===== config.mk =====
export PLATFORM = sky130hd
export DESIGN_NAME = iv_vector_unit
export DESIGN_NICKNAME = d
export VERILOG_FILES = /design/src/iv_pkg.sv /design/src/iv_vector_unit.sv /design/src/iv_ctrl_out.sv /design/src/iv_microstep_rom.sv /design/src/iv_step_sequencer.sv /design/src/iv_request_capture.sv
export SDC_FILE = /design/constraint.sdc
export NUM_CORES = 1
export LEC_CHECK = 0
export BUFFER_PORTS_ARGS = -buffer_cell sky130_fd_sc_hd__clkbuf_2
export CORE_AREA = 2 2 80 82
export CTS_CLUSTER_SIZE = 28
export DETAILED_ROUTE_END_ITERATION = 7
export DIE_AREA = 0 0 82 84
export GPL_TIMING_DRIVEN = 0
export SLEW_MARGIN = 10
export SYNTH_ARGS = -nofsm -noshare
export SYNTH_HDL_FRONTEND = slang
export SYNTH_SLANG_ARGS = --single-unit

===== constraint.sdc =====
create_clock -name clk -period 2.4 [get_ports clk]
set_clock_uncertainty 0.1 [all_clocks]
set_input_delay 0.6 -clock clk [delete_from_list [all_inputs] [get_ports clk]]
set_output_delay 0.6 -clock clk [all_outputs]
set_load 0.05 [all_outputs]

===== src/iv_pkg.sv =====
package iv_pkg;

	localparam int STEP_W    = 4;                      // Micro-step counter width
	localparam int PRI_W     = 3;                      // CPU priority width
	localparam int INST_W    = 7;                      // Instruction type width
	localparam int REG_W     = 5;                      // Register select width
	localparam int BUS_W     = 7;                      // Data and address bus control width
	localparam int PSW_SEL_W = 2;                      // PSW bus and vector select width

	// Instruction types seen by the CPU cycle logic
	localparam logic [INST_W-1:0] OP_MOV_W = 7'd21;    // MOV.W
	localparam logic [INST_W-1:0] OP_LD_W  = 7'd33;    // LD.W
	localparam logic [INST_W-1:0] OP_ST_W  = 7'd34;    // ST.W
	localparam logic [INST_W-1:0] OP_NONE  = 7'd50;    // Invalid, no datapath action

	// Register file selects
	localparam logic [REG_W-1:0] REG_LR     = 5'd5;    // Link register
	localparam logic [REG_W-1:0] REG_SP     = 5'd6;    // Stack pointer
	localparam logic [REG_W-1:0] REG_PC     = 5'd7;    // Program counter
	localparam logic [REG_W-1:0] REG_MINUS1 = 5'd15;   // Constant #FFFF
	localparam logic [REG_W-1:0] REG_TEMP   = 5'd16;   // Temp holding the vector PSW

	// Data bus controls
	localparam logic [BUS_W-1:0] DBUS_MDR_IN  = 7'b0000001; // MDR into register file
	localparam logic [BUS_W-1:0] DBUS_REG_OUT = 7'b0001000; // Register into MDR
	localparam logic [BUS_W-1:0] DBUS_PSW_OUT = 7'b0100000; // PSW into MDR
	localparam logic [BUS_W-1:0] DBUS_CEX_OUT = 7'b0101000; // CEX state into MDR
	localparam logic [BUS_W-1:0] DBUS_MOVE    = 7'b0001001; // Register to register
	localparam logic [BUS_W-1:0] DBUS_NONE    = 7'b0111111; // No register write from MDR
	localparam logic [BUS_W-1:0] DBUS_IDLE    = 7'b1111111; // Bus not driven by this unit

	// Address bus controls
	localparam logic [BUS_W-1:0] ABUS_SP     = 7'b0001000;  // SP into MAR
	localparam logic [BUS_W-1:0] ABUS_VECTOR = 7'b0100000;  // Vector address into MAR
	localparam logic [BUS_W-1:0] ABUS_IDLE   = 7'b1111111;

	// PSW bus controls
	localparam logic [PSW_SEL_W-1:0] PSWBUS_FROM_MDR  = 2'b01;
	localparam logic [PSW_SEL_W-1:0] PSWBUS_FROM_TEMP = 2'b10;
	localparam logic [PSW_SEL_W-1:0] PSWBUS_IDLE      = 2'b11;

	// Word of the vector entry to address
	localparam logic [PSW_SEL_W-1:0] VEC_PSW   = 2'b00;   // Vector PSW word
	localparam logic [PSW_SEL_W-1:0] VEC_ENTRY = 2'b10;   // Handler entry point word

	// Last step of each routine
	localparam logic [STEP_W-1:0] ENTRY_STEPS  = 4'd9;
	localparam logic [STEP_W-1:0] RETURN_STEPS = 4'd5;
	localparam logic [STEP_W-1:0] CHAIN_STEPS  = 4'd4;

	typedef enum logic [1:0] {
		KIND_IDLE   = 2'd0,                            // No routine latched
		KIND_ENTRY  = 2'd1,                            // Interrupt or trap entry
		KIND_RETURN = 2'd2,                            // Plain return, pulls from stack
		KIND_CHAIN  = 2'd3                             // Return chained into pending PIC vector
	} iv_kind_t;

	typedef struct packed {
		logic                 operands;                // Operands from this unit, not the decoder
		logic                 word_byte;               // 0 for word access
		logic                 inc_iv;
		logic                 dec_iv;
		logic                 prpo_iv;                 // 1 for pre, 0 for post inc or dec
		logic                 iv_cpu_rst;              // CPU cycle restarts at 5 instead of 1
		logic                 psw_entry_update;        // New PSW takes the recorded priority
		logic                 clear_cex;
		logic                 load_cex;                // CEX state from MDR
		logic                 clr_slp_bit;
		logic                 rec_pre_pri;             // Record the current CPU priority
		logic                 call_pri_flt;            // Trap priority fault
		logic                 use_pic_vect;            // Vector number from PIC input
		logic                 rst_counter;             // Final step of the routine
		logic [INST_W-1:0]    inst_type;
		logic [BUS_W-1:0]     data_bus;
		logic [BUS_W-1:0]     addr_bus;
		logic [PSW_SEL_W-1:0] psw_bus;
		logic [PSW_SEL_W-1:0] psw_ent;
		logic [REG_W-1:0]     data_src;
		logic [REG_W-1:0]     addr_src;
		logic [REG_W-1:0]     data_dst;
	} iv_ctrl_t;

	localparam iv_ctrl_t IV_CTRL_IDLE = '{
		operands:         1'b0,
		word_byte:        1'b0,
		inc_iv:           1'b0,
		dec_iv:           1'b0,
		prpo_iv:          1'b0,
		iv_cpu_rst:       1'b0,
		psw_entry_update: 1'b0,
		clear_cex:        1'b0,
		load_cex:         1'b0,
		clr_slp_bit:      1'b0,
		rec_pre_pri:      1'b0,
		call_pri_flt:     1'b0,
		use_pic_vect:     1'b0,
		rst_counter:      1'b0,
		inst_type:        OP_NONE,
		data_bus:         DBUS_IDLE,
		addr_bus:         ABUS_IDLE,
		psw_bus:          PSWBUS_IDLE,
		psw_ent:          VEC_PSW,
		data_src:         '0,
		addr_src:         '0,
		data_dst:         '0
	};

endpackage

===== src/iv_vector_unit.sv =====
module iv_vector_unit
	import iv_pkg::*;
(
	input  logic                 clk,
	input  logic                 rst,
	input  logic                 iv_enter,
	input  logic                 iv_return,
	input  logic                 svc_inst,
	input  logic                 step_done,
	input  logic [PRI_W-1:0]     new_curr_pri,
	input  logic [PRI_W-1:0]     curr_pri,
	input  logic [PRI_W-1:0]     prev_pri,
	input  logic [7:0]           pic_in,
	output logic                 operands,
	output logic                 word_byte,
	output logic                 inc_iv,
	output logic                 dec_iv,
	output logic                 prpo_iv,
	output logic                 iv_cpu_rst,
	output logic                 psw_entry_update,
	output logic                 clear_cex,
	output logic                 load_cex,
	output logic                 clr_slp_bit,
	output logic                 rec_pre_pri,
	output logic                 call_pri_flt,
	output logic                 use_pic_vect,
	output logic                 rst_counter,
	output logic [INST_W-1:0]    inst_type,
	output logic [BUS_W-1:0]     data_bus_ctrl_iv,
	output logic [BUS_W-1:0]     addr_bus_ctrl_iv,
	output logic [PSW_SEL_W-1:0] psw_bus_ctrl_iv,
	output logic [PSW_SEL_W-1:0] psw_ent,
	output logic [REG_W-1:0]     data_src_iv,
	output logic [REG_W-1:0]     addr_src_iv,
	output logic [REG_W-1:0]     data_dst_iv
);

	logic              start;
	iv_kind_t          kind;
	logic              svc_in_prog;
	logic [STEP_W-1:0] step;
	logic              active;
	iv_ctrl_t          ctrl_word;

	iv_request_capture i_request_capture (
		.clk(clk), .rst(rst), .iv_enter(iv_enter), .iv_return(iv_return),
		.svc_inst(svc_inst), .pic_in(pic_in), .prev_pri(prev_pri), .active(active),
		.start(start), .kind(kind), .svc_in_prog(svc_in_prog)
	);

	iv_step_sequencer i_step_sequencer (
		.clk(clk), .rst(rst), .start(start), .step_done(step_done),
		.last_step(ctrl_word.rst_counter), .step(step), .active(active)  // Length from ROM
	);

	iv_microstep_rom i_microstep_rom (
		.kind(kind), .svc_in_prog(svc_in_prog), .step(step), .active(active),
		.new_curr_pri(new_curr_pri), .curr_pri(curr_pri), .ctrl_word(ctrl_word)
	);

	iv_ctrl_out i_ctrl_out (
		.clk(clk), .rst(rst), .ctrl_word(ctrl_word),
		.operands(operands), .word_byte(word_byte), .inc_iv(inc_iv), .dec_iv(dec_iv),
		.prpo_iv(prpo_iv), .iv_cpu_rst(iv_cpu_rst), .psw_entry_update(psw_entry_update),
		.clear_cex(clear_cex), .load_cex(load_cex), .clr_slp_bit(clr_slp_bit),
		.rec_pre_pri(rec_pre_pri), .call_pri_flt(call_pri_flt),
		.use_pic_vect(use_pic_vect), .rst_counter(rst_counter), .inst_type(inst_type),
		.data_bus_ctrl_iv(data_bus_ctrl_iv), .addr_bus_ctrl_iv(addr_bus_ctrl_iv),
		.psw_bus_ctrl_iv(psw_bus_ctrl_iv), .psw_ent(psw_ent), .data_src_iv(data_src_iv),
		.addr_src_iv(addr_src_iv), .data_dst_iv(data_dst_iv)
	);

endmodule


===== src/iv_ctrl_out.sv =====
module iv_ctrl_out
	import iv_pkg::*;
(
	input  logic                 clk,
	input  logic                 rst,
	input  iv_ctrl_t             ctrl_word,         // Word for the current step
	output logic                 operands,
	output logic                 word_byte,
	output logic                 inc_iv,
	output logic                 dec_iv,
	output logic                 prpo_iv,
	output logic                 iv_cpu_rst,
	output logic                 psw_entry_update,
	output logic                 clear_cex,
	output logic                 load_cex,
	output logic                 clr_slp_bit,
	output logic                 rec_pre_pri,
	output logic                 call_pri_flt,
	output logic                 use_pic_vect,
	output logic                 rst_counter,
	output logic [INST_W-1:0]    inst_type,
	output logic [BUS_W-1:0]     data_bus_ctrl_iv,
	output logic [BUS_W-1:0]     addr_bus_ctrl_iv,
	output logic [PSW_SEL_W-1:0] psw_bus_ctrl_iv,
	output logic [PSW_SEL_W-1:0] psw_ent,
	output logic [REG_W-1:0]     data_src_iv,
	output logic [REG_W-1:0]     addr_src_iv,
	output logic [REG_W-1:0]     data_dst_iv
);

	iv_ctrl_t ctrl_q;

	// One cycle behind the step, every field updated together
	always_ff @(posedge clk) begin
		if (rst) begin
			ctrl_q <= IV_CTRL_IDLE;
		end else begin
			ctrl_q <= ctrl_word;
		end
	end

	assign operands         = ctrl_q.operands;
	assign word_byte        = ctrl_q.word_byte;
	assign inc_iv           = ctrl_q.inc_iv;
	assign dec_iv           = ctrl_q.dec_iv;
	assign prpo_iv          = ctrl_q.prpo_iv;
	assign iv_cpu_rst       = ctrl_q.iv_cpu_rst;
	assign psw_entry_update = ctrl_q.psw_entry_update;
	assign clear_cex        = ctrl_q.clear_cex;
	assign load_cex         = ctrl_q.load_cex;
	assign clr_slp_bit      = ctrl_q.clr_slp_bit;
	assign rec_pre_pri      = ctrl_q.rec_pre_pri;
	assign call_pri_flt     = ctrl_q.call_pri_flt;
	assign use_pic_vect     = ctrl_q.use_pic_vect;
	assign rst_counter      = ctrl_q.rst_counter;    // Marks the final word
	assign inst_type        = ctrl_q.inst_type;
	assign data_bus_ctrl_iv = ctrl_q.data_bus;
	assign addr_bus_ctrl_iv = ctrl_q.addr_bus;
	assign psw_bus_ctrl_iv  = ctrl_q.psw_bus;
	assign psw_ent          = ctrl_q.psw_ent;
	assign data_src_iv      = ctrl_q.data_src;
	assign addr_src_iv      = ctrl_q.addr_src;
	assign data_dst_iv      = ctrl_q.data_dst;

endmodule


===== src/iv_microstep_rom.sv =====
module iv_microstep_rom
	import iv_pkg::*;
(
	input  iv_kind_t          kind,
	input  logic              svc_in_prog,    // Entry started by a trap
	input  logic [STEP_W-1:0] step,
	input  logic              active,
	input  logic [PRI_W-1:0]  new_curr_pri,   // Priority of the vector PSW
	input  logic [PRI_W-1:0]  curr_pri,       // Priority of the running PSW
	output iv_ctrl_t          ctrl_word
);

	logic pri_fault;

	// Trap may not lower the CPU priority
	assign pri_fault = svc_in_prog && (new_curr_pri < curr_pri);

	// Store to stack with SP post decrement
	function automatic iv_ctrl_t push_word(input logic [BUS_W-1:0] dbus,
		input logic [REG_W-1:0] src);
		iv_ctrl_t w;
		w            = IV_CTRL_IDLE;
		w.operands   = 1'b1;
		w.inst_type  = OP_ST_W;
		w.dec_iv     = 1'b1;
		w.data_bus   = dbus;
		w.addr_bus   = ABUS_SP;              // SP into MAR
		w.addr_src   = REG_SP;
		w.data_src   = src;
		w.data_dst   = REG_SP;               // Decremented SP written back
		w.iv_cpu_rst = 1'b1;
		return w;
	endfunction

	// Load from stack with SP pre increment
	function automatic iv_ctrl_t pull_word(input logic [BUS_W-1:0] dbus,
		input logic [REG_W-1:0] dst);
		iv_ctrl_t w;
		w            = IV_CTRL_IDLE;
		w.operands   = 1'b1;
		w.inst_type  = OP_LD_W;
		w.prpo_iv    = 1'b1;
		w.inc_iv     = 1'b1;
		w.data_bus   = dbus;
		w.addr_bus   = ABUS_SP;
		w.addr_src   = REG_SP;
		w.data_src   = REG_SP;               // Base for the load address
		w.data_dst   = dst;
		w.iv_cpu_rst = 1'b1;
		return w;
	endfunction

	// Load one word of the vector entry
	function automatic iv_ctrl_t vec_load(input logic [PSW_SEL_W-1:0] sel,
		input logic [REG_W-1:0] dst);
		iv_ctrl_t w;
		w            = IV_CTRL_IDLE;
		w.operands   = 1'b1;
		w.inst_type  = OP_LD_W;
		w.data_bus   = DBUS_MDR_IN;
		w.addr_bus   = ABUS_VECTOR;
		w.psw_ent    = sel;                  // PSW or entry point word
		w.data_dst   = dst;
		w.iv_cpu_rst = 1'b1;
		return w;
	endfunction

	always_comb begin
		ctrl_word = IV_CTRL_IDLE;              // Unnamed fields stay idle
		if (active) begin
			case (kind)
				KIND_ENTRY: begin
					case (step)
						4'd1: ctrl_word = vec_load(VEC_PSW, REG_TEMP);     // Vector PSW into temp
						4'd2: begin
							if (pri_fault) begin
								ctrl_word.operands     = 1'b1;
								ctrl_word.call_pri_flt = 1'b1;                // Abort into the fault
								ctrl_word.iv_cpu_rst   = 1'b1;
								ctrl_word.rst_counter  = 1'b1;
							end else begin
								ctrl_word = push_word(DBUS_REG_OUT, REG_PC);  // Push PC
							end
						end
						4'd3: ctrl_word = push_word(DBUS_REG_OUT, REG_LR);  // Push LR
						4'd4: ctrl_word = push_word(DBUS_PSW_OUT, REG_LR);  // Push PSW
						4'd5: begin
							ctrl_word = push_word(DBUS_CEX_OUT, REG_LR);      // Push CEX state
							ctrl_word.rec_pre_pri = 1'b1;                     // Keep the old priority
						end
						4'd6: begin
							ctrl_word.operands   = 1'b1;
							ctrl_word.psw_bus    = PSWBUS_FROM_TEMP;          // Install the new PSW
							ctrl_word.data_src   = REG_TEMP;
							ctrl_word.iv_cpu_rst = 1'b1;
						end
						4'd7: begin
							ctrl_word = vec_load(VEC_ENTRY, REG_PC);          // Handler entry into PC
							ctrl_word.psw_entry_update = 1'b1;
							ctrl_word.clr_slp_bit      = 1'b1;
						end
						4'd8: begin
							ctrl_word.operands   = 1'b1;
							ctrl_word.inst_type  = OP_MOV_W;                  // LR gets #FFFF
							ctrl_word.data_bus   = DBUS_MOVE;
							ctrl_word.data_src   = REG_MINUS1;
							ctrl_word.data_dst   = REG_LR;
							ctrl_word.iv_cpu_rst = 1'b1;
						end
						ENTRY_STEPS: begin
							ctrl_word.operands    = 1'b1;
							ctrl_word.clear_cex   = 1'b1;
							ctrl_word.rst_counter = 1'b1;
						end
						default: ctrl_word = IV_CTRL_IDLE;
					endcase
				end
				KIND_RETURN: begin
					case (step)
						4'd1: begin
							ctrl_word = pull_word(DBUS_NONE, REG_SP);          // Pull CEX state
							ctrl_word.load_cex = 1'b1;
						end
						4'd2: begin
							ctrl_word = pull_word(DBUS_NONE, REG_SP);          // Pull PSW
							ctrl_word.psw_bus = PSWBUS_FROM_MDR;
						end
						4'd3: begin
							ctrl_word.operands    = 1'b1;
							ctrl_word.clr_slp_bit = 1'b1;
							ctrl_word.iv_cpu_rst  = 1'b1;
						end
						4'd4: ctrl_word = pull_word(DBUS_MDR_IN, REG_LR);    // Pull LR
						RETURN_STEPS: begin
							ctrl_word = pull_word(DBUS_MDR_IN, REG_PC);        // Pull PC
							ctrl_word.rst_counter = 1'b1;
						end
						default: ctrl_word = IV_CTRL_IDLE;
					endcase
				end
				KIND_CHAIN: begin
					case (step)
						4'd1: begin
							ctrl_word.rec_pre_pri = 1'b1;                      // Stack frame stays
							ctrl_word.iv_cpu_rst  = 1'b1;
						end
						4'd2: begin
							ctrl_word = vec_load(VEC_PSW, REG_TEMP);
							ctrl_word.use_pic_vect = 1'b1;                     // Vector from PIC
						end
						4'd3: begin
							ctrl_word.operands         = 1'b1;
							ctrl_word.psw_bus          = PSWBUS_FROM_TEMP;
							ctrl_word.data_src         = REG_TEMP;
							ctrl_word.psw_entry_update = 1'b1;
							ctrl_word.clr_slp_bit      = 1'b1;
							ctrl_word.iv_cpu_rst       = 1'b1;
						end
						CHAIN_STEPS: begin
							ctrl_word = vec_load(VEC_ENTRY, REG_PC);
							ctrl_word.rst_counter = 1'b1;
						end
						default: ctrl_word = IV_CTRL_IDLE;
					endcase
				end
				default: ctrl_word = IV_CTRL_IDLE;
			endcase
		end
	end

endmodule


===== src/iv_step_sequencer.sv =====
module iv_step_sequencer
	import iv_pkg::*;
(
	input  logic              clk,
	input  logic              rst,
	input  logic              start,          // Load step 1
	input  logic              step_done,      // CPU finished the current step
	input  logic              last_step,      // Current word closes the routine
	output logic [STEP_W-1:0] step,           // Current micro-step, 0 when idle
	output logic              active
);

	always_ff @(posedge clk) begin
		if (rst) begin
			step   <= '0;
			active <= 1'b0;
		end else if (start) begin
			step   <= STEP_W'(1);
			active <= 1'b1;
		end else if (active && step_done) begin
			if (last_step) begin
				step   <= '0;             // Routine length set by the ROM
				active <= 1'b0;
			end else begin
				step <= step + 1'b1;
			end
		end
	end

	// Held while step_done stays low

endmodule


===== src/iv_request_capture.sv =====
module iv_request_capture
	import iv_pkg::*;
(
	input  logic             clk,
	input  logic             rst,
	input  logic             iv_enter,        // Entry request pulse
	input  logic             iv_return,       // Return request pulse
	input  logic             svc_inst,        // Entry is caused by a trap instruction
	input  logic [7:0]       pic_in,          // Pending flag and priority from PIC
	input  logic [PRI_W-1:0] prev_pri,        // Priority before the current handler
	input  logic             active,          // Routine in progress
	output logic             start,           // Request accepted this cycle
	output iv_kind_t         kind,            // Routine being run
	output logic             svc_in_prog      // Entry was started by a trap
);

	logic accept_enter;
	logic accept_return;
	logic chain_hit;

	// Requests only count while idle, entry wins a tie
	assign accept_enter  = !active && iv_enter;
	assign accept_return = !active && iv_return && !iv_enter;
	assign start         = accept_enter || accept_return;

	// Pending PIC interrupt at or above the previous priority
	assign chain_hit = pic_in[7] && (pic_in[6:4] >= prev_pri);

	always_ff @(posedge clk) begin
		if (rst) begin
			kind        <= KIND_IDLE;
			svc_in_prog <= 1'b0;
		end else if (accept_enter) begin
			kind        <= KIND_ENTRY;
			svc_in_prog <= svc_inst;      // Trap flag held for the fault test
		end else if (accept_return) begin
			kind        <= chain_hit ? KIND_CHAIN : KIND_RETURN;
			svc_in_prog <= 1'b0;
		end else if (!active) begin
			kind        <= KIND_IDLE;     // Drop the routine once the sequencer stops
			svc_in_prog <= 1'b0;
		end
	end

endmodule


-- Word-level counts from Yosys, hierarchy flattened
Index checks and enable logic that the tools add are counted.
- output and inout bits: 54
- logic and storage cells: 114
- flip-flop bits (word level): 62
- equality and inequality tests: 14
- muxes and demuxes: 45
- reductions and logical operators: 23
- magnitude comparators: 2
- bitwise logic cells: 1
- add/subtract/negate cells: 1
- operator list (operator ; number):
    $pmux 41 s4 ; 1
    $pmux 54 s3 ; 1
    $pmux 13 s6 ; 1
    $pmux 23 s2 ; 1
    $mux 41 ; 1
    $mux 38 ; 1
    $pmux 5 s5 ; 1
    $mux 1 ; 22
    $pmux 7 s3 ; 1
    $pmux 5 s2 ; 2
    $pmux 5 s4 ; 1
    $eq 4x3->1 const B ; 4
    $pmux 2 s2 ; 3
    $pmux 4 s3 ; 1
    $reduce_or 9->1 ; 1
    $eq 4x2->1 const B ; 2
    $eq 4x4->1 const B ; 2
    $mux 2 ; 4
    $reduce_or 2->1 ; 4
    $reduce_or 4->1 ; 2
    $reduce_or 8->1 ; 1
    $logic_and 1x1->1 ; 6
    $reduce_or 3->1 ; 2
    $mux 5 ; 1
    other kinds (17) ; 20

-- Depth between registers and ports, before layout
Gate-level depths: netlist of the first run.
- depth in word-level cells: 9
- depth in mapped cells: 9
- gate-level depth less buffers: 8

-- Hierarchy
From an unflattened synthesis of the first run, not the netlist that was laid out.
- cell total of the unflattened synthesis: 338
- area total of the unflattened synthesis: 3059.2 sq um
- modules (own cells, without submodules) (module ; cells each ; area each (sq um) ; times used):
    iv_ctrl_out ; 113 ; 1480.2 ; 1
    iv_microstep_rom ; 176 ; 1157.4 ; 1
    iv_step_sequencer ; 26 ; 225.2 ; 1
    iv_request_capture ; 23 ; 196.4 ; 1

-- Worst setup path after synthesis of the first run
OpenSTA, ideal clock, no wires.
- path type: input to register
- start point: input curr_pri[2]
- end point: register i_step_sequencer.step[1]
- stages on the path: 7
- slack: 438 ps
- required time: 2230 ps
- arrival time: 1792 ps
- cells stage by stage: inv_1 ha_1 nand2_1 o2111ai_2 o211ai_2 or3_1 a21oi_1
- cells in the longest elaborated chain, start to end: 7
- ends and longest elaborated chain (element ; RTL line ; text):
    from (decl) ; iv_vector_unit.sv:11 ; input logic [PRI_W-1:0] curr_pri,
    $lt 3x3->1 ; iv_microstep_rom.sv:16 ; assign pri_fault = svc_in_prog && (new_curr_pri < curr_pri);
    $logic_and 1x1->1 ; iv_microstep_rom.sv:16 ;
    $mux 1 ; iv_microstep_rom.sv:76 ; if (pri_fault) begin
    $pmux 1 s2 ; iv_microstep_rom.sv:73 ; case (step)
    $pmux 54 s3 ; iv_microstep_rom.sv:71 ; case (kind)
    $mux 41 ; iv_microstep_rom.sv:70 ; if (active) begin
    $mux 4 ; iv_step_sequencer.sv:21 ; if (last_step) begin
    to (signal assigned) ; iv_step_sequencer.sv:25 ; step <= step + 1'b1;
    to (decl) ; iv_step_sequencer.sv:9 ; output logic [STEP_W-1:0] step,
No other way between the ends.
A chain may end at the register's enable or synchronous reset.

-- Worst setup path after layout of the first run
- start point: register i_step_sequencer.step[0]
- end point: register i_ctrl_out.ctrl_q (netlist bit i_ctrl_out.data_dst_iv[2])
- cells in the longest elaborated chain, start to end: 4
- elaborated cells between the ends (all ways): 12
- ends and longest elaborated chain (element ; RTL line ; text):
    $eq 4x3->1 (tied with other cells) ; iv_microstep_rom.sv:73, iv_microstep_rom.sv:119 ;
    $reduce_or 3->1 (no line) ; -- ;
    $pmux 5 s5 ; iv_microstep_rom.sv:73 ;
    $pmux 54 s3 (*) ; iv_microstep_rom.sv:71 ;
    to (signal assigned) ; iv_ctrl_out.sv:38 ; ctrl_q <= ctrl_word;
    to (decl) ; iv_ctrl_out.sv:31 ; iv_ctrl_t ctrl_q;
Every way passes the cells marked *; elsewhere a longest branch is shown, timed or not.

==> impl_metrics.env, run 1 <==
export IMPL_die_w_um=82
export IMPL_synth_top_area_frac=0.394
export IMPL_drc_errors=0
export IMPL_critPathCaptureType="flip-flop"
export IMPL_max_freq_mhz=469
export IMPL_synth_flop_cell="dfxtp_1"
export IMPL_synth_common_cells="dfxtp_1, nand2_1, a21oi_1, buf_4, nor2_1"
export IMPL_dieArea_mm2=0.00689
export IMPL_fin_util=0.474
export IMPL_finalCritPeriodShare=0.889
export IMPL_worst_path_max_delay_cell="dfxtp_1"
export IMPL_drt_iter0_drc=130
export IMPL_slew_limit_headroom=0.646
export IMPL_grt_overflow=0
export IMPL_worstMarginPinSlew_ns=0.529
export IMPL_combinationalPowerShare=0.157
export IMPL_top_usage_layer="met2"
export IMPL_ios=77
export IMPL_wl_um=5830
export IMPL_cts_resized=0
export IMPL_grt_util_met1=0.224
export IMPL_clockPowerShare=0.361
export IMPL_synth_top_family_by_area="simple AND/OR/NAND/NOR gates"
export IMPL_report_final_slew_viol_count=0
export IMPL_num_rows=29
export IMPL_cp_max_fo=10
export IMPL_seqPwrFrac=0.482
export IMPL_rsz0062_at_grt="false"
export IMPL_status="finished, final reports clean"
export IMPL_synth_fa_ha_area_frac=0.0482
export IMPL_cpPeakStageDelay_ns=0.44
export IMPL_hpwl_um=4510
export IMPL_post_cts_buffers=0
export IMPL_min_period_ns=2.13
export IMPL_irDropWorstVdd_mv=0.298
export IMPL_met2_usage=0.293
export IMPL_grt_pass1_vias=1993
export IMPL_arrival_ns=2.21
export IMPL_syn_area_per_cell_um2=8.40
export IMPL_cpMostUsedCell="o31ai_1"
export IMPL_synthSimpleGateAreaFrac=0.235
export IMPL_p_sw_frac=0.283
export IMPL_switchingPower_uw=462
export IMPL_synthDistinctLibCells=50
export IMPL_vias=2132
export IMPL_cell_internal_pwr_mw=1.17
export IMPL_groute_layer_met3_usage=0.0314
export IMPL_clock_sinks=46
export IMPL_finalSetupTns_ns=0
export IMPL_reg2reg_depth=7
export IMPL_wire_per_inst_um=13.4
export IMPL_synth_compound_area_frac=0.183
export IMPL_grt_total_usage=0.178
export IMPL_clk_latency_ns=0.31
export IMPL_crit_type="flip-flop to flip-flop"
export IMPL_syn_area_mm2=0.00234
export IMPL_hold_depth=2
export IMPL_ant_nets=0
export IMPL_clk_pin_slew_ns=0.09
export IMPL_ys_ff_latch=46
export IMPL_core_area_mm2=0.00610
export IMPL_synth_edf_count=0
export IMPL_maxCapViolations=0
export IMPL_synthArstFlopShare=0
export IMPL_initial_core_util=0.383
export IMPL_place_gp_congestion=0.934
export IMPL_setup_viol=0
export IMPL_clock_tree_buffer_depth=2
export IMPL_viasPerCell=4.91
export IMPL_area_growth_synth_to_final_pct=23.8
export IMPL_power_leakage_nw=1.33
export IMPL_htree_num_levels=2
export IMPL_synth_mux_area_frac=0.0171
export IMPL_cts_tree="done"
export IMPL_dr_pass1_iters=4
export IMPL_die_height_um=84
export IMPL_startpoint_type="flip-flop"
export IMPL_cts_buffers=5
export IMPL_crit_required_ns=2.48
export IMPL_fin_nets=388
export IMPL_yosys_area_share_xor_xnor=0.00375
export IMPL_synth_largest_area_cell="dfxtp_1"
export IMPL_synthCells=278
export IMPL_seq_area_frac_synth=0.394
export IMPL_grt_max_degree=16
export IMPL_yosysWarnings=0
export IMPL_numPortBuffers=64
export IMPL_finalHoldViolCount=0
export IMPL_min_path_type="flip-flop to flip-flop"
export IMPL_synth_most_common_cell="dfxtp_1"
export IMPL_postCtsHoldBufs=0
export IMPL_drive_gt1_frac=0.311
export IMPL_clockRootBuffer="clkbuf_8"
export IMPL_yosys_top_cells_area="dfxtp_1, buf_4, ha_1"
export IMPL_crit_chain="inv_1 -> ha_1 -> buf_2 -> nor3b_2 -> nor3_1 -> o31ai_1 -> o31ai_1"
export IMPL_power_density_mw_per_mm2=564
export IMPL_antenna_cells=0
export IMPL_grt_pass1_wl_um=9470
export IMPL_antenna_found_initial=0
[metal layers]
layer,up-vias,share of wire
met5,-,0
met4,0,0.016
met3,11,0.073
met2,85,0.48
met1,954,0.43
li1,1082,-
[area by class of cell]
cell class                      count  area [um2]
Sequential cell                    46         921
Clock inverter                      3        43.8
Inverter                           17        63.8
Timing Repair Buffer               64         320
Fill cell                         638        3200
Buffer                             32         210
Tap cell                           77        96.3
Clock buffer                        5        68.8
Multi-Input combinational cell    190        1170
[critical path, delay by kind of cell, from the launching register on]
kind | cells | cell delay, ns
adder cells (fa/ha/maj) | 1 | 0.22
AO/OA/AOI/OAI | 2 | 0.51
AND/OR/NAND/NOR | 2 | 0.44
buffers and inverters | 2 | 0.30
flip-flops | 1 | 0.44
[per-stage QoR]
step / cell area [um2] / setup WS (ns) / hold slack (ns) / cells / power [mW]
final: 2890 / 0.266 / 0.423 / 434 / 1.63
after global routing: 2890 / 0.0857 / 0.467 / 434 / 1.71
after detailed placement: 2780 / 0.186 / 0.417 / 426 / 1.06
after floorplan: 2360 / 0.438 / 0.347 / 285 / 0.996
after CTS: 2890 / 0.271 / 0.431 / 434 / 1.65
after global placement: 2780 / 0.205 / 0.402 / 426 / 1.06
[placed cells by master, fill, tap and decap left out, types with 2 or more instances in the layout]
master    count
a211oi_1      2
a21o_1        4
a21oi_1      20
and2_1        5
and3b_1       2
buf_2         6
buf_4        20
clkbuf_1      4
clkbuf_2     64
clkbuf_8      5
conb_1        8
dfxtp_1      46
ha_1          9
inv_1        15
inv_2         2
mux2i_1       4
nand2_1      24
nand2b_1      8
nand3_1       8
nor2_1       18
nor2b_1      11
nor3_1        7
nor3b_1       2
nor3b_2       2
nor4_1        2
nor4b_1       2
o211ai_1      4
o21a_1        3
o21ai_0       5
o21ai_1      14
o31ai_1       4
or3_1         4
[logic make-up after synthesis]
family | after synthesis
XOR/XNOR | 1
AND/OR/NAND/NOR | 101
AO/OA/AOI/OAI | 67
flip-flops | 46
other | 1
buffers and inverters | 49
multiplexers | 4
adder cells (fa/ha/maj) | 9
[path summary, 6_finish.rpt]
kind	startpoint	endpoint	slack, ns
worst max-delay path	i_step_sequencer.step[0]	i_ctrl_out.data_dst_iv[2]	0.27
worst min-delay path	i_step_sequencer.step[1]	i_step_sequencer.step[1]	0.42
worst max register to register	i_step_sequencer.step[0]	i_ctrl_out.data_dst_iv[2]	0.27
worst min register to register	i_step_sequencer.step[1]	i_step_sequencer.step[1]	0.42
[power by group through the flow]
stage	combinational, mW	sequential (mW)	clock, mW
after global routing	0.282	0.788	0.639
final	0.257	0.786	0.589
after detailed placement	0.255	0.804	0
after global placement	0.254	0.803	0
after CTS	0.257	0.786	0.605
after floorplan	0.171	0.824	0
[registers in the layout, indices dropped and copies added (netlist names), 2 cells and up]
name,cells
i_step_sequencer.step,4
i_ctrl_out.data_bus_ctrl_iv,5
i_ctrl_out.addr_bus_ctrl_iv,3
i_ctrl_out.data_src_iv,5
i_request_capture.kind,2
i_ctrl_out.data_dst_iv,4
i_ctrl_out.inst_type,5
i_ctrl_out.psw_bus_ctrl_iv,2
Note: power is estimated with default switching activity, not from simulation.
==> inputs of run 2 (changes only) <==
- CORE_AREA: 2 2 80 82 -> 2 2 72 74
- DIE_AREA: 0 0 82 84 -> 0 0 74 76
- PLACE_DENSITY: unset -> 0.77
==> run 2 against run 1 <==
  * Clock power shrank 15%
  * Wire length shrank 5.8%
  * Worst setup slack lost 0.053 ns
  * First-iteration DRC count grew 14%
  * Largest cell class unchanged
  * Critical endpoint is now i_ctrl_out.inst_type[1]
  * Power shrank 5.4%
  * Global-route usage grew 2.1 points
  * Critical path type unchanged
==> impl_metrics.env, run 2 (synthesis results as in run 1) <==
export IMPL_crit_chain="ha_1 -> clkbuf_1 -> nor2b_1 -> o21ai_0 -> a21oi_1 -> o31ai_1"
export IMPL_finalCritPeriodShare=0.911
export IMPL_path_delay_family="compound AO/OA/AOI/OAI gates"
export IMPL_ant_nets=0
export IMPL_fin_hold_ws_ns=0.421
export IMPL_die_w_um=74
export IMPL_status="finished, final reports clean"
export IMPL_wire_per_inst_um=12.9
export IMPL_ff2ff_setup_slack_ns=0.21
export IMPL_finalSetupTns_ns=0
export IMPL_worst_path_max_delay_cell="dfxtp_1"
export IMPL_slew_limit_headroom=0.641
export IMPL_clockRootBuffer="clkbuf_8"
export IMPL_ios=77
export IMPL_final_cell_mix="clkbuf_2, dfxtp_1, nand2_1"
export IMPL_drive_gt1_frac=0.311
export IMPL_hp_start="i_step_sequencer.step[1]"
export IMPL_core_area_mm2=0.00491
export IMPL_hpwl_um=4150
export IMPL_wl_met3_um=449
export IMPL_clock_sinks=46
export IMPL_power_density_mw_per_mm2=539
export IMPL_crit_required_ns=2.47
export IMPL_grt_total_usage=0.200
export IMPL_arrival_ns=2.26
export IMPL_grt_max_degree=15
export IMPL_grt_pass1_vias=1927
export IMPL_initial_core_util=0.476
export IMPL_regArea_um2=921
export IMPL_grt_overflow=0
export IMPL_clock_tree_buffer_depth=2
export IMPL_max_freq_mhz=457
export IMPL_hold_depth=2
export IMPL_post_cts_buffers=0
export IMPL_die_height_um=76
export IMPL_cp_max_fo=10
export IMPL_m1WireLength_um=2340
export IMPL_path_buf_inv=1
export IMPL_num_rows=26
export IMPL_drt_iter0_drc=148
export IMPL_cts_resized=0
export IMPL_wl_um=5490
export IMPL_grt_pass1_wl_um=8860
export IMPL_postCtsHoldBufs=0
export IMPL_fin_nets=388
export IMPL_area_growth_synth_to_final_pct=22.7
export IMPL_htree_num_levels=2
export IMPL_irDropWorstVdd_mv=0.257
export IMPL_r2r_end="i_ctrl_out.inst_type[1]"
export IMPL_startpoint_type="flip-flop"
export IMPL_multiInputGateArea_mm2=0.00117
export IMPL_cts_tree="done"
export IMPL_antenna_found_initial=0
export IMPL_numPortBuffers=64
export IMPL_power_leakage_nw=1.31
export IMPL_vias=2149
export IMPL_hold_end="i_step_sequencer.step[1]"
export IMPL_critPathCaptureType="flip-flop"
export IMPL_dieArea_mm2=0.00562
export IMPL_finalHoldViolCount=0
export IMPL_rr_startpoint="i_step_sequencer.step[0]"
export IMPL_report_final_slew_viol_count=0
export IMPL_viasPerCell=5.03
export IMPL_crit_type="flip-flop to flip-flop"
export IMPL_antenna_cells=0
export IMPL_power_mw=1.54
export IMPL_maxCapViolations=0
export IMPL_setup_viol=0
export IMPL_top_layer="met4"
export IMPL_dr_pass1_iters=5
export IMPL_wl_met2_um=2580
export IMPL_cts_buffers=5
export IMPL_rsz0062_at_grt="false"
export IMPL_fillers=458
export IMPL_worstMarginPinSlew_ns=0.537
export IMPL_cpPeakStageDelay_ns=0.43
export IMPL_clk_latency_ns=0.31
export IMPL_place_gp_congestion=0.924
export IMPL_cp_depth=6
export IMPL_final_common_cell="clkbuf_2"
export IMPL_clk_pin_slew_ns=0.09
export IMPL_min_path_type="flip-flop to flip-flop"
export IMPL_critical_path_startpoint="i_step_sequencer.step[0]"
export IMPL_reg2reg_depth=6
export IMPL_drc_errors=0
export IMPL_min_period_ns=2.19
[run 2: tightest hold or removal path: cells and delay by family, from the launching register on]
| family | cells | cell delay (ns) |
|---|---|---|
| DFF | 1 | 0.36 |
| and+or+nand+nor | 1 | 0.07 |
| AOI/OAI and AO/OA | 1 | 0.05 |
[run 2: power by group]
group	switching, mW	leakage (nW)	internal, mW
clock network	0.270	0.0472	0.232
registers	0.00946	0.373	0.775
logic	0.176	0.894	0.0820
total	0.455	1.31	1.09
[run 2: worst max-delay path by stage]
stage	slack [ns]	endpoint
finish	0.21	i_ctrl_out.inst_type[1]
global route	0.09	i_ctrl_out.inst_type[1]
CTS	0.24	i_ctrl_out.inst_type[1]
detailed placement	0.17	i_step_sequencer.step[1]
global placement	0.18	i_step_sequencer.step[1]
floorplan	0.44	i_step_sequencer.step[1]
[run 2: routing by layer]
| layer | up-vias | global-route usage |
|---|---|---|
| met5 | - | 0 |
| met2 | 102 | 0.317 |
| li1 | 1081 | - |
| met1 | 953 | 0.259 |
| met4 | 0 | 0.0764 |
| met3 | 13 | 0.0463 |
[run 2: metrics by stage]
stage	setup WS, ns	utilization	cells	cell area [um2]
after global routing	0.0911	0.583	427	2870
final	0.213	0.583	427	2870
after floorplan	0.438	-	285	2360
after detailed placement	0.171	0.564	419	2770
after CTS	0.237	0.583	427	2870
after global placement	0.179	0.564	419	2770
[run 2: final cells by class]
| type | instances | area share |
|---|---|---|
| Clock buffer | 6 | 0.0288 |
| Timing Repair Buffer | 64 | 0.112 |
| Buffer | 32 | 0.0734 |
| Clock inverter | 2 | 0.00437 |
| Sequential cell | 46 | 0.321 |
| Inverter | 17 | 0.0223 |
| Tap cell | 70 | 0.0306 |
| Multi-Input combinational cell | 190 | 0.407 |
